[src/lpe_pkg.sv]
package lpe_pkg;

  // Operand and result widths
  localparam int OP_WIDTH   = 16;
  localparam int ACC_WIDTH  = 40;
  localparam int USER_WIDTH = 8;

  // Flag bits in the up stream user field
  localparam int USER_OP_BIT   = 6;
  localparam int USER_RSLT_BIT = 7;

  // Column geometry
  localparam int PE_NUMBER_J = 4;
  localparam int POS_WIDTH   = $clog2(PE_NUMBER_J);

  // Control unit states
  typedef enum logic [2:0] {
    STRT,
    STRL,
    STRU,
    MAC,
    END,
    ERR
  } lpe_state_e;

  // Beat on the left input and right output
  typedef struct packed {
    logic [OP_WIDTH-1:0] data;
    logic                last;
  } left_beat_t;

  // Beat on the up input and down output with operands sign-extended
  typedef struct packed {
    logic [ACC_WIDTH-1:0]  data;
    logic [USER_WIDTH-1:0] user;
    logic                  last;
  } up_beat_t;

  // Strobes from the control unit to the data path
  typedef struct packed {
    logic store_l;
    logic store_u;
    logic forward_l;
    logic forward_u;
    logic drop_l;
    logic drop_u;
    logic op_start;
    logic bypass_adder;
    logic export_rslt;
  } lpe_ctrl_t;

  // Error flags that each pulse for a single cycle
  typedef struct packed {
    logic unaligned;
    logic user_flag;
  } lpe_err_t;

endpackage
[src/lpe_top.sv]
`timescale 1ns/1ps

module lpe_top
  import lpe_pkg::*;
(
  input  logic       clk,
  input  logic       rst,
  input  logic       left_in_valid,
  output logic       left_in_ready,
  input  left_beat_t left_in,
  input  logic       up_in_valid,
  output logic       up_in_ready,
  input  up_beat_t   up_in,
  output logic       right_out_valid,
  input  logic       right_out_ready,
  output left_beat_t right_out,
  output logic       down_out_valid,
  input  logic       down_out_ready,
  output up_beat_t   down_out,
  output lpe_err_t   err
);

  lpe_ctrl_t            ctrl;
  logic                 left_hold_valid;
  left_beat_t           left_hold;
  logic                 up_hold_valid;
  up_beat_t             up_hold;
  logic                 down_fire;
  logic                 right_fire;
  logic [ACC_WIDTH-1:0] acc;

  lpe_operand_buffer u_buffer (
    .clk             (clk),
    .rst             (rst),
    .left_in_valid   (left_in_valid),
    .left_in_ready   (left_in_ready),
    .left_in         (left_in),
    .up_in_valid     (up_in_valid),
    .up_in_ready     (up_in_ready),
    .up_in           (up_in),
    .ctrl            (ctrl),
    .left_hold_valid (left_hold_valid),
    .left_hold       (left_hold),
    .up_hold_valid   (up_hold_valid),
    .up_hold         (up_hold)
  );

  lpe_control_unit #(
    .pe_position (2)
  ) u_ctrl (
    .clk             (clk),
    .rst             (rst),
    .left_hold_valid (left_hold_valid),
    .left_hold       (left_hold),
    .up_hold_valid   (up_hold_valid),
    .up_hold         (up_hold),
    .down_fire       (down_fire),
    .right_fire      (right_fire),
    .ctrl            (ctrl),
    .err             (err)
  );

  // Operand sits in the low bits of the sign-extended up word
  lpe_mac u_mac (
    .clk          (clk),
    .rst          (rst),
    .a            (left_hold.data),
    .b            (up_hold.data[OP_WIDTH-1:0]),
    .acc_en       (ctrl.forward_u),
    .op_start     (ctrl.op_start),
    .bypass_adder (ctrl.bypass_adder),
    .acc          (acc)
  );

  lpe_output_port u_out (
    .clk             (clk),
    .rst             (rst),
    .ctrl            (ctrl),
    .left_hold       (left_hold),
    .up_hold         (up_hold),
    .acc             (acc),
    .right_out_valid (right_out_valid),
    .right_out_ready (right_out_ready),
    .right_out       (right_out),
    .down_out_valid  (down_out_valid),
    .down_out_ready  (down_out_ready),
    .down_out        (down_out),
    .down_fire       (down_fire),
    .right_fire      (right_fire)
  );

endmodule

[src/lpe_output_port.sv]
`timescale 1ns/1ps

module lpe_output_port
  import lpe_pkg::*;
(
  input  logic                 clk,
  input  logic                 rst,
  input  lpe_ctrl_t            ctrl,
  input  left_beat_t           left_hold,
  input  up_beat_t             up_hold,
  input  logic [ACC_WIDTH-1:0] acc,
  output logic                 right_out_valid,
  input  logic                 right_out_ready,
  output left_beat_t           right_out,
  output logic                 down_out_valid,
  input  logic                 down_out_ready,
  output up_beat_t             down_out,
  output logic                 down_fire,
  output logic                 right_fire
);

  up_beat_t rslt_beat;
  up_beat_t down_next;
  logic     down_load;

  // Own result carries only the result flag and closes the stream
  always_comb begin
    rslt_beat = '0;
    rslt_beat.data = acc;
    rslt_beat.user[USER_RSLT_BIT] = 1'b1;
    rslt_beat.last = 1'b1;
  end

  // Operands and passed results both come straight from the up register
  assign down_next = ctrl.export_rslt ? rslt_beat : up_hold;
  assign down_load = ctrl.forward_u || ctrl.export_rslt;

  assign right_fire = right_out_valid && right_out_ready;
  assign down_fire  = down_out_valid && down_out_ready;

  always_ff @(posedge clk) begin
    if (rst) begin
      right_out_valid <= 1'b0;
      down_out_valid  <= 1'b0;
    end else begin
      if (ctrl.forward_l) begin
        right_out_valid <= 1'b1;
      end else if (right_fire) begin
        right_out_valid <= 1'b0;
      end
      if (down_load) begin
        down_out_valid <= 1'b1;
      end else if (down_fire) begin
        down_out_valid <= 1'b0;
      end
    end
  end

  always_ff @(posedge clk) begin
    if (ctrl.forward_l) begin
      right_out <= left_hold;
    end
    if (down_load) begin
      down_out <= down_next;
    end
  end

endmodule

[src/lpe_mac.sv]
`timescale 1ns/1ps

module lpe_mac
  import lpe_pkg::*;
(
  input  logic                        clk,
  input  logic                        rst,
  input  logic signed [OP_WIDTH-1:0]  a,
  input  logic signed [OP_WIDTH-1:0]  b,
  input  logic                        acc_en,
  input  logic                        op_start,
  input  logic                        bypass_adder,
  output logic signed [ACC_WIDTH-1:0] acc
);

  logic signed [2*OP_WIDTH-1:0] product;
  logic signed [ACC_WIDTH-1:0]  product_ext;
  logic                         update;

  assign product     = a * b;
  // Sign extension to the accumulator width
  assign product_ext = product;

  assign update = acc_en && !bypass_adder;

  always_ff @(posedge clk) begin
    if (rst) begin
      acc <= '0;
    end else if (update) begin
      if (op_start) begin
        // First pair of a new dot product
        acc <= product_ext;
      end else begin
        acc <= acc + product_ext;
      end
    end
  end

endmodule

[src/lpe_control_unit.sv]
`timescale 1ns/1ps

module lpe_control_unit
  import lpe_pkg::*;
#(
  parameter int pe_position = 0
) (
  input  logic       clk,
  input  logic       rst,
  input  logic       left_hold_valid,
  input  left_beat_t left_hold,
  input  logic       up_hold_valid,
  input  up_beat_t   up_hold,
  input  logic       down_fire,
  input  logic       right_fire,
  output lpe_ctrl_t  ctrl,
  output lpe_err_t   err
);

  lpe_state_e state;
  lpe_state_e state_next;

  // Results still expected from elements above
  logic [POS_WIDTH-1:0] pos_cnt;

  logic op_start_q;
  logic rslt_pending;
  logic right_busy;
  logic down_busy;

  logic up_is_op;
  logic up_is_rslt;
  logic up_bad;
  logic up_unflagged;
  logic in_op_state;
  logic unaligned;
  logic err_now;
  logic right_free;
  logic down_free;
  logic pair_go;
  logic pass_rslt;
  logic export_go;
  logic rslt_done;

  // User flag decode
  assign up_is_op     = up_hold_valid && up_hold.user[USER_OP_BIT] &&
                        !up_hold.user[USER_RSLT_BIT];
  assign up_is_rslt   = up_hold_valid && up_hold.user[USER_RSLT_BIT] &&
                        !up_hold.user[USER_OP_BIT];
  assign up_bad       = up_hold_valid && up_hold.user[USER_OP_BIT] &&
                        up_hold.user[USER_RSLT_BIT];
  assign up_unflagged = up_hold_valid && !up_hold.user[USER_OP_BIT] &&
                        !up_hold.user[USER_RSLT_BIT];

  assign in_op_state = (state == STRT) || (state == STRL) ||
                       (state == STRU) || (state == MAC);

  // Both operands present but only one of them closes the product
  assign unaligned = in_op_state && left_hold_valid && up_is_op &&
                     (left_hold.last != up_hold.last);
  assign err_now   = (state != ERR) && (unaligned || up_bad);

  // Output slot is free if empty or draining this cycle
  assign right_free = !right_busy || right_fire;
  assign down_free  = !down_busy || down_fire;

  assign pair_go   = in_op_state && left_hold_valid && up_is_op && !err_now &&
                     right_free && down_free;
  assign pass_rslt = (state != ERR) && up_is_rslt && (pos_cnt != '0) && down_free;
  assign export_go = (state == END) && (pos_cnt == '0) && !rslt_pending &&
                     !err_now && down_free;
  assign rslt_done = (state == END) && rslt_pending && down_fire;

  always_comb begin
    ctrl = '0;
    ctrl.store_l      = (state != ERR);
    ctrl.store_u      = (state != ERR);
    ctrl.forward_l    = pair_go;
    ctrl.forward_u    = pair_go || pass_rslt;
    ctrl.drop_l       = (state == ERR);
    // Words carrying no flag have no meaning in the column
    ctrl.drop_u       = (state == ERR) || up_unflagged;
    ctrl.op_start     = op_start_q;
    ctrl.bypass_adder = !pair_go;
    ctrl.export_rslt  = export_go;
  end

  always_comb begin
    state_next = state;
    case (state)
      STRT, STRL, STRU, MAC: begin
        if (pair_go) begin
          state_next = left_hold.last ? END : MAC;
        end else if (left_hold_valid && !up_is_op) begin
          state_next = STRL;
        end else if (up_is_op && !left_hold_valid) begin
          state_next = STRU;
        end
      end
      END: begin
        // Leave once the own result has gone down
        if (rslt_done) begin
          state_next = STRT;
        end
      end
      ERR: state_next = STRT;
      default: state_next = STRT;
    endcase
    if (err_now) begin
      state_next = ERR;
    end
  end

  always_ff @(posedge clk) begin
    if (rst) begin
      state        <= STRT;
      pos_cnt      <= POS_WIDTH'(pe_position);
      op_start_q   <= 1'b1;
      rslt_pending <= 1'b0;
      right_busy   <= 1'b0;
      down_busy    <= 1'b0;
      err          <= '0;
    end else begin
      state          <= state_next;
      err.unaligned  <= err_now && unaligned;
      err.user_flag  <= err_now && up_bad;

      // Fresh sum after a flush or an export
      if ((state == ERR) || rslt_done) begin
        op_start_q <= 1'b1;
      end else if (pair_go) begin
        op_start_q <= 1'b0;
      end

      if ((state == ERR) || rslt_done) begin
        pos_cnt <= POS_WIDTH'(pe_position);
      end else if (pass_rslt) begin
        pos_cnt <= pos_cnt - 1'b1;
      end

      if (export_go) begin
        rslt_pending <= 1'b1;
      end else if (rslt_done || (state == ERR)) begin
        rslt_pending <= 1'b0;
      end

      if (ctrl.forward_l) begin
        right_busy <= 1'b1;
      end else if (right_fire) begin
        right_busy <= 1'b0;
      end

      if (ctrl.forward_u || export_go) begin
        down_busy <= 1'b1;
      end else if (down_fire) begin
        down_busy <= 1'b0;
      end
    end
  end

endmodule

[src/lpe_operand_buffer.sv]
`timescale 1ns/1ps

module lpe_operand_buffer
  import lpe_pkg::*;
(
  input  logic       clk,
  input  logic       rst,
  input  logic       left_in_valid,
  output logic       left_in_ready,
  input  left_beat_t left_in,
  input  logic       up_in_valid,
  output logic       up_in_ready,
  input  up_beat_t   up_in,
  input  lpe_ctrl_t  ctrl,
  output logic       left_hold_valid,
  output left_beat_t left_hold,
  output logic       up_hold_valid,
  output up_beat_t   up_hold
);

  logic left_consume;
  logic up_consume;
  logic left_take;
  logic up_take;

  // A held beat leaves on forward or drop
  assign left_consume = ctrl.forward_l || ctrl.drop_l;
  assign up_consume   = ctrl.forward_u || ctrl.drop_u;

  // Accept when empty or emptying, and only while store is granted
  assign left_in_ready = ctrl.store_l && (!left_hold_valid || left_consume);
  assign up_in_ready   = ctrl.store_u && (!up_hold_valid || up_consume);

  assign left_take = left_in_valid && left_in_ready;
  assign up_take   = up_in_valid && up_in_ready;

  // Occupancy of the left register
  always_ff @(posedge clk) begin
    if (rst) begin
      left_hold_valid <= 1'b0;
    end else if (left_take) begin
      left_hold_valid <= 1'b1;
    end else if (left_consume) begin
      left_hold_valid <= 1'b0;
    end
  end

  // Occupancy of the up register
  always_ff @(posedge clk) begin
    if (rst) begin
      up_hold_valid <= 1'b0;
    end else if (up_take) begin
      up_hold_valid <= 1'b1;
    end else if (up_consume) begin
      up_hold_valid <= 1'b0;
    end
  end

  // Held beats
  always_ff @(posedge clk) begin
    if (left_take) begin
      left_hold <= left_in;
    end
    if (up_take) begin
      up_hold <= up_in;
    end
  end

endmodule

[config.mk]
export PLATFORM = sky130hd
export DESIGN_NAME = lpe_top
export DESIGN_NICKNAME = d
export VERILOG_FILES = /design/src/lpe_pkg.sv /design/src/lpe_top.sv /design/src/lpe_output_port.sv /design/src/lpe_mac.sv /design/src/lpe_control_unit.sv /design/src/lpe_operand_buffer.sv
export SDC_FILE = /design/constraint.sdc
export NUM_CORES = 1
export LEC_CHECK = 0
export ABC_AREA = 1
export BUFFER_PORTS_ARGS = -buffer_cell sky130_fd_sc_hd__clkbuf_2
export CORE_MARGIN = 2
export CORE_UTILIZATION = 63
export DETAILED_ROUTE_END_ITERATION = 8
export PLACE_DENSITY_LB_ADDON = 0.15
export SYNTH_ARGS = -nofsm -noshare
export SYNTH_HDL_FRONTEND = slang
export SYNTH_SLANG_ARGS = --single-unit
export TNS_END_PERCENT = 100
[constraint.sdc]
create_clock -name clk -period 9.5 [get_ports clk]
set_input_delay 0.95 -clock clk [delete_from_list [all_inputs] [get_ports clk]]
set_output_delay 0.95 -clock clk [all_outputs]
set_load 0.01 [all_outputs]
==> impl_metrics.env <==
export IMPL_grt_remaining_overflow=0
export IMPL_achievable_clock_frequency_mhz=118
export IMPL_io_pins=144
export IMPL_skew_ns=0.0217
export IMPL_post_route_drc_count=0
export IMPL_synth_compound_area_share_pct=6.08
export IMPL_criticalPathCategory="reg -> reg"
export IMPL_drtPass1Iterations=5
export IMPL_clock_root_buffer="sky130_fd_sc_hd__clkbuf_16"
export IMPL_synth_xor_area_share_pct=1.02
export IMPL_synth_sequential_area_ratio_pct=24.5
export IMPL_max_stage_delay_ns=0.95
export IMPL_path_depth=29
export IMPL_synth_top_flop_cell="sky130_fd_sc_hd__edfxtp_1"
export IMPL_final_core_utilization_pct=68.6
export IMPL_final_hold_viol_count=0
export IMPL_die_h_um=184
export IMPL_max_cap_violations=0
export IMPL_cts_made_buffers=17
export IMPL_grt_start_max_net_pins=72
export IMPL_critPathBufInv=4
export IMPL_cts_num_sinks=185
export IMPL_synth_top_family_by_area="adder cells"
export IMPL_synth_top_cell_area_share_pct=25.7
export IMPL_path_common_cell="sky130_fd_sc_hd__fa_1"
export IMPL_worst_hold_path_type="reg -> reg"
export IMPL_cp_end_kind="flip-flop"
export IMPL_globalRouteTotalUtil_pct=36.0
export IMPL_run_status="complete, no violations"
export IMPL_path_clk_slew_ns=0.09
export IMPL_ant_nets=0
export IMPL_floorplan_rows=66
export IMPL_rsz0062_at_grt="no"
export IMPL_critPathSlowestCell="sky130_fd_sc_hd__fa_1"
export IMPL_synth_warning_count=0
export IMPL_synthAdderAreaFrac_pct=33.3
export IMPL_cts_hold_fix_buffers=0
export IMPL_r2r_cells=29
export IMPL_cts_buffer_depth=2
export IMPL_tritoncts_clock_tree="yes"
export IMPL_layout_area_overhead_vs_synth_pct=7.94
export IMPL_synth_edff_count=132
export IMPL_htree_levels=4
export IMPL_clock_insertion_delay_worst_skew_ns=0.46
export IMPL_antenna_found_initial=0
export IMPL_cts_resized=0
export IMPL_dieArea_um2=34000
export IMPL_timing_critical_path_max_delay_family="adder cells"
export IMPL_vias_per_cell=5.48
export IMPL_finalSetupTns_ns=0
export IMPL_design_core_area_um2=32300
export IMPL_layout_drive_gt1_share_pct=8.17
export IMPL_final_setup_viol_count=0
export IMPL_wl_mm=58.4
export IMPL_hpwl_dp_mm=46.9
export IMPL_min_period_over_period_pct=89.5
export IMPL_post_cts_setup_buffer_count=0
export IMPL_avgRoutedWirePerCell_um=18.4
export IMPL_global_route_wire_length_before_repair_mm=92.6
export IMPL_max_slew_worst_pin_slew_ns=1.07
export IMPL_synth_area_per_cell_um2=7.81
export IMPL_leading_cell_types_by_total_area_after_synthesis="sky130_fd_sc_hd__fa_1 (26%), sky130_fd_sc_hd__edfxtp_1 (19%), sky130_fd_sc_hd__nand2_1 (14%), sky130_fd_sc_hd__inv_1 (11%), sky130_fd_sc_hd__ha_1 (7.7%)"
export IMPL_synthCells=2628
export IMPL_async_reset_ff_share_pct=0
export IMPL_post_route_min_period_ns=8.50
export IMPL_via_count_of_the_first_global_routing_pass=17500
export IMPL_syn_num_nets=3089
export IMPL_number_of_instances_on_the_worst_hold_path=2
export IMPL_drv_slew=0
export IMPL_crit_path_start_kind="flip-flop"
export IMPL_detailedRoute_firstIterationViolations=1697
export IMPL_worst_path_max_fanout=17
export IMPL_netlist_cell_type_count=44
export IMPL_port_buffer_count=143
export IMPL_slew_headroom_pct=28.9
export IMPL_num_nets_final=3179
export IMPL_route_vias_total=17400
export IMPL_dieWidth_um=184
export IMPL_final_weighted_congestion_in_routability_driven_placement=0.979
export IMPL_synth_area_mux_share_pct=0
export IMPL_post_synth_top_area_cell="sky130_fd_sc_hd__fa_1"
export IMPL_n_antenna_cell=0
export IMPL_cp_arrival_ns=8.86
export IMPL_post_synth_instance_area_um2=20500
export IMPL_worstPathRequired_ns=9.86
export IMPL_synth_simple_gate_area_share_pct=22.3
export IMPL_yosys_reg_bits=185
export IMPL_start_util_pct=63.6
==> Yosys cell counts, types with 2 or more instances <==
library cell,number
sky130_fd_sc_hd__nand3_2,2
sky130_fd_sc_hd__nand2_1,745
sky130_fd_sc_hd__and2_1,5
sky130_fd_sc_hd__dfxtp_1,53
sky130_fd_sc_hd__nor2_1,174
sky130_fd_sc_hd__o21ai_0,64
sky130_fd_sc_hd__buf_4,3
sky130_fd_sc_hd__o211ai_1,7
sky130_fd_sc_hd__nand3_1,134
sky130_fd_sc_hd__inv_2,6
sky130_fd_sc_hd__nor3_2,2
sky130_fd_sc_hd__buf_1,2
sky130_fd_sc_hd__a31oi_1,8
sky130_fd_sc_hd__o21ai_1,11
sky130_fd_sc_hd__a21o_1,6
sky130_fd_sc_hd__o21a_1,2
sky130_fd_sc_hd__fa_1,263
sky130_fd_sc_hd__ha_1,126
sky130_fd_sc_hd__inv_1,588
sky130_fd_sc_hd__or2_2,11
sky130_fd_sc_hd__xnor2_1,9
sky130_fd_sc_hd__nand4_1,18
sky130_fd_sc_hd__nand2_2,4
sky130_fd_sc_hd__xor2_1,15
sky130_fd_sc_hd__nor3_1,14
sky130_fd_sc_hd__o21bai_1,15
sky130_fd_sc_hd__a21oi_1,107
sky130_fd_sc_hd__buf_6,5
sky130_fd_sc_hd__buf_2,7
sky130_fd_sc_hd__edfxtp_1,132
sky130_fd_sc_hd__nor4_1,2
sky130_fd_sc_hd__nand3b_1,8
sky130_fd_sc_hd__clkbuf_1,69
==> worst register-to-register path, delay by kind of cell (launching register included) <==
family	cells	cell delay (ns)
AND/OR/NAND/NOR	15	2.53
flip-flops	1	0.84
adder cells (fa/ha/maj)	8	4.28
buffers and inverters	4	0.26
AO/OA/AOI/OAI	2	0.52
==> path summary, 6_finish.rpt <==
kind | to | slack, ns | start
max reg2reg | u_mac.acc[39]$_SDFFE_PP0P_ | 1.00 | u_buffer.up_hold[11]$_DFFE_PP_
min reg2reg | u_mac.acc[13]$_SDFFE_PP0P_ | 0.49 | u_mac.acc[13]$_SDFFE_PP0P_
max | u_mac.acc[39]$_SDFFE_PP0P_ | 1.00 | u_buffer.up_hold[11]$_DFFE_PP_
min | u_mac.acc[13]$_SDFFE_PP0P_ | 0.49 | u_mac.acc[13]$_SDFFE_PP0P_
==> per-stage QoR <==
stage               std cells  setup WS, ns  cell area, um2  hold WS (ns)
global placement         3141          1.38           21500         0.456
finish                   3173          1.00           22200         0.493
CTS                      3173          1.19           22200         0.491
detailed placement       3141          1.22           21500         0.479
global route             3173         0.624           22200         0.519
floorplan                2628          2.54           20500         0.424
==> registers in the layout, indices dropped and copies added (netlist names) <==
register / cells
u_out.down_out: 49
u_ctrl.right_busy: 1
u_buffer.left_hold_valid: 1
u_ctrl.down_busy: 1
u_ctrl.pos_cnt: 2
u_ctrl.state: 3
u_ctrl.rslt_pending: 1
u_ctrl.op_start_q: 1
u_buffer.up_hold: 49
u_buffer.up_hold_valid: 1
u_ctrl.err: 2
u_buffer.left_hold: 17
u_out.right_out: 17
u_mac.acc: 40
==> final cells by class <==
cell class | count | area [um2]
clock buffers | 20 | 478
repair buffers | 157 | 821
inverters | 595 | 2230
well taps | 442 | 553
multi-input cells | 1762 | 12900
flip-flops and latches | 185 | 5020
fillers | 2663 | 10100
clock inverters | 12 | 143
==> routing by layer <==
| layer | global-route usage (%) | wire length [um] | share of wire, % |
|---|---|---|---|
| met1 | 48.7 | 23900 | 41 |
| met2 | 58.3 | 27000 | 46 |
| met3 | 6.96 | 5450 | 9.3 |
| met4 | 12.4 | 1960 | 3.3 |
| met5 | 0 | 0 | 0 |
==> logic make-up (layout without fill, tap and decap cells) <==
| kind of cell | Yosys count | count (layout) |
|---|---|---|
| compound gates | 225 | 225 |
| xor+xnor | 24 | 24 |
| fa+ha+maj | 389 | 389 |
| buf+inv | 681 | 784 |
| flops | 185 | 185 |
| simple gates | 1124 | 1124 |
==> placed cells by master (no fill, tap or decap), types with 4 or more instances in the layout <==
master	n
sky130_fd_sc_hd__nand4_1	18
sky130_fd_sc_hd__ha_1	126
sky130_fd_sc_hd__nor2_1	173
sky130_fd_sc_hd__o211ai_1	7
sky130_fd_sc_hd__edfxtp_1	132
sky130_fd_sc_hd__o21bai_1	15
sky130_fd_sc_hd__clkbuf_16	18
sky130_fd_sc_hd__o21ai_0	64
sky130_fd_sc_hd__and2_1	5
sky130_fd_sc_hd__clkbuf_2	143
sky130_fd_sc_hd__a31oi_1	8
sky130_fd_sc_hd__nand3_1	134
sky130_fd_sc_hd__inv_2	6
sky130_fd_sc_hd__a21oi_1	107
sky130_fd_sc_hd__clkinv_8	4
sky130_fd_sc_hd__fa_1	263
sky130_fd_sc_hd__or2_2	11
sky130_fd_sc_hd__buf_4	14
sky130_fd_sc_hd__inv_1	588
sky130_fd_sc_hd__nand2_2	5
sky130_fd_sc_hd__xnor2_1	9
sky130_fd_sc_hd__xor2_1	15
sky130_fd_sc_hd__o21ai_1	11
sky130_fd_sc_hd__dfxtp_1	53
sky130_fd_sc_hd__nand3b_1	8
sky130_fd_sc_hd__nand2_1	744
sky130_fd_sc_hd__a21o_1	6
sky130_fd_sc_hd__inv_8	4
sky130_fd_sc_hd__nor3_1	14
Power is not shown: default switching activity piles up to over one toggle a cycle in this logic, so the estimate is an artifact.
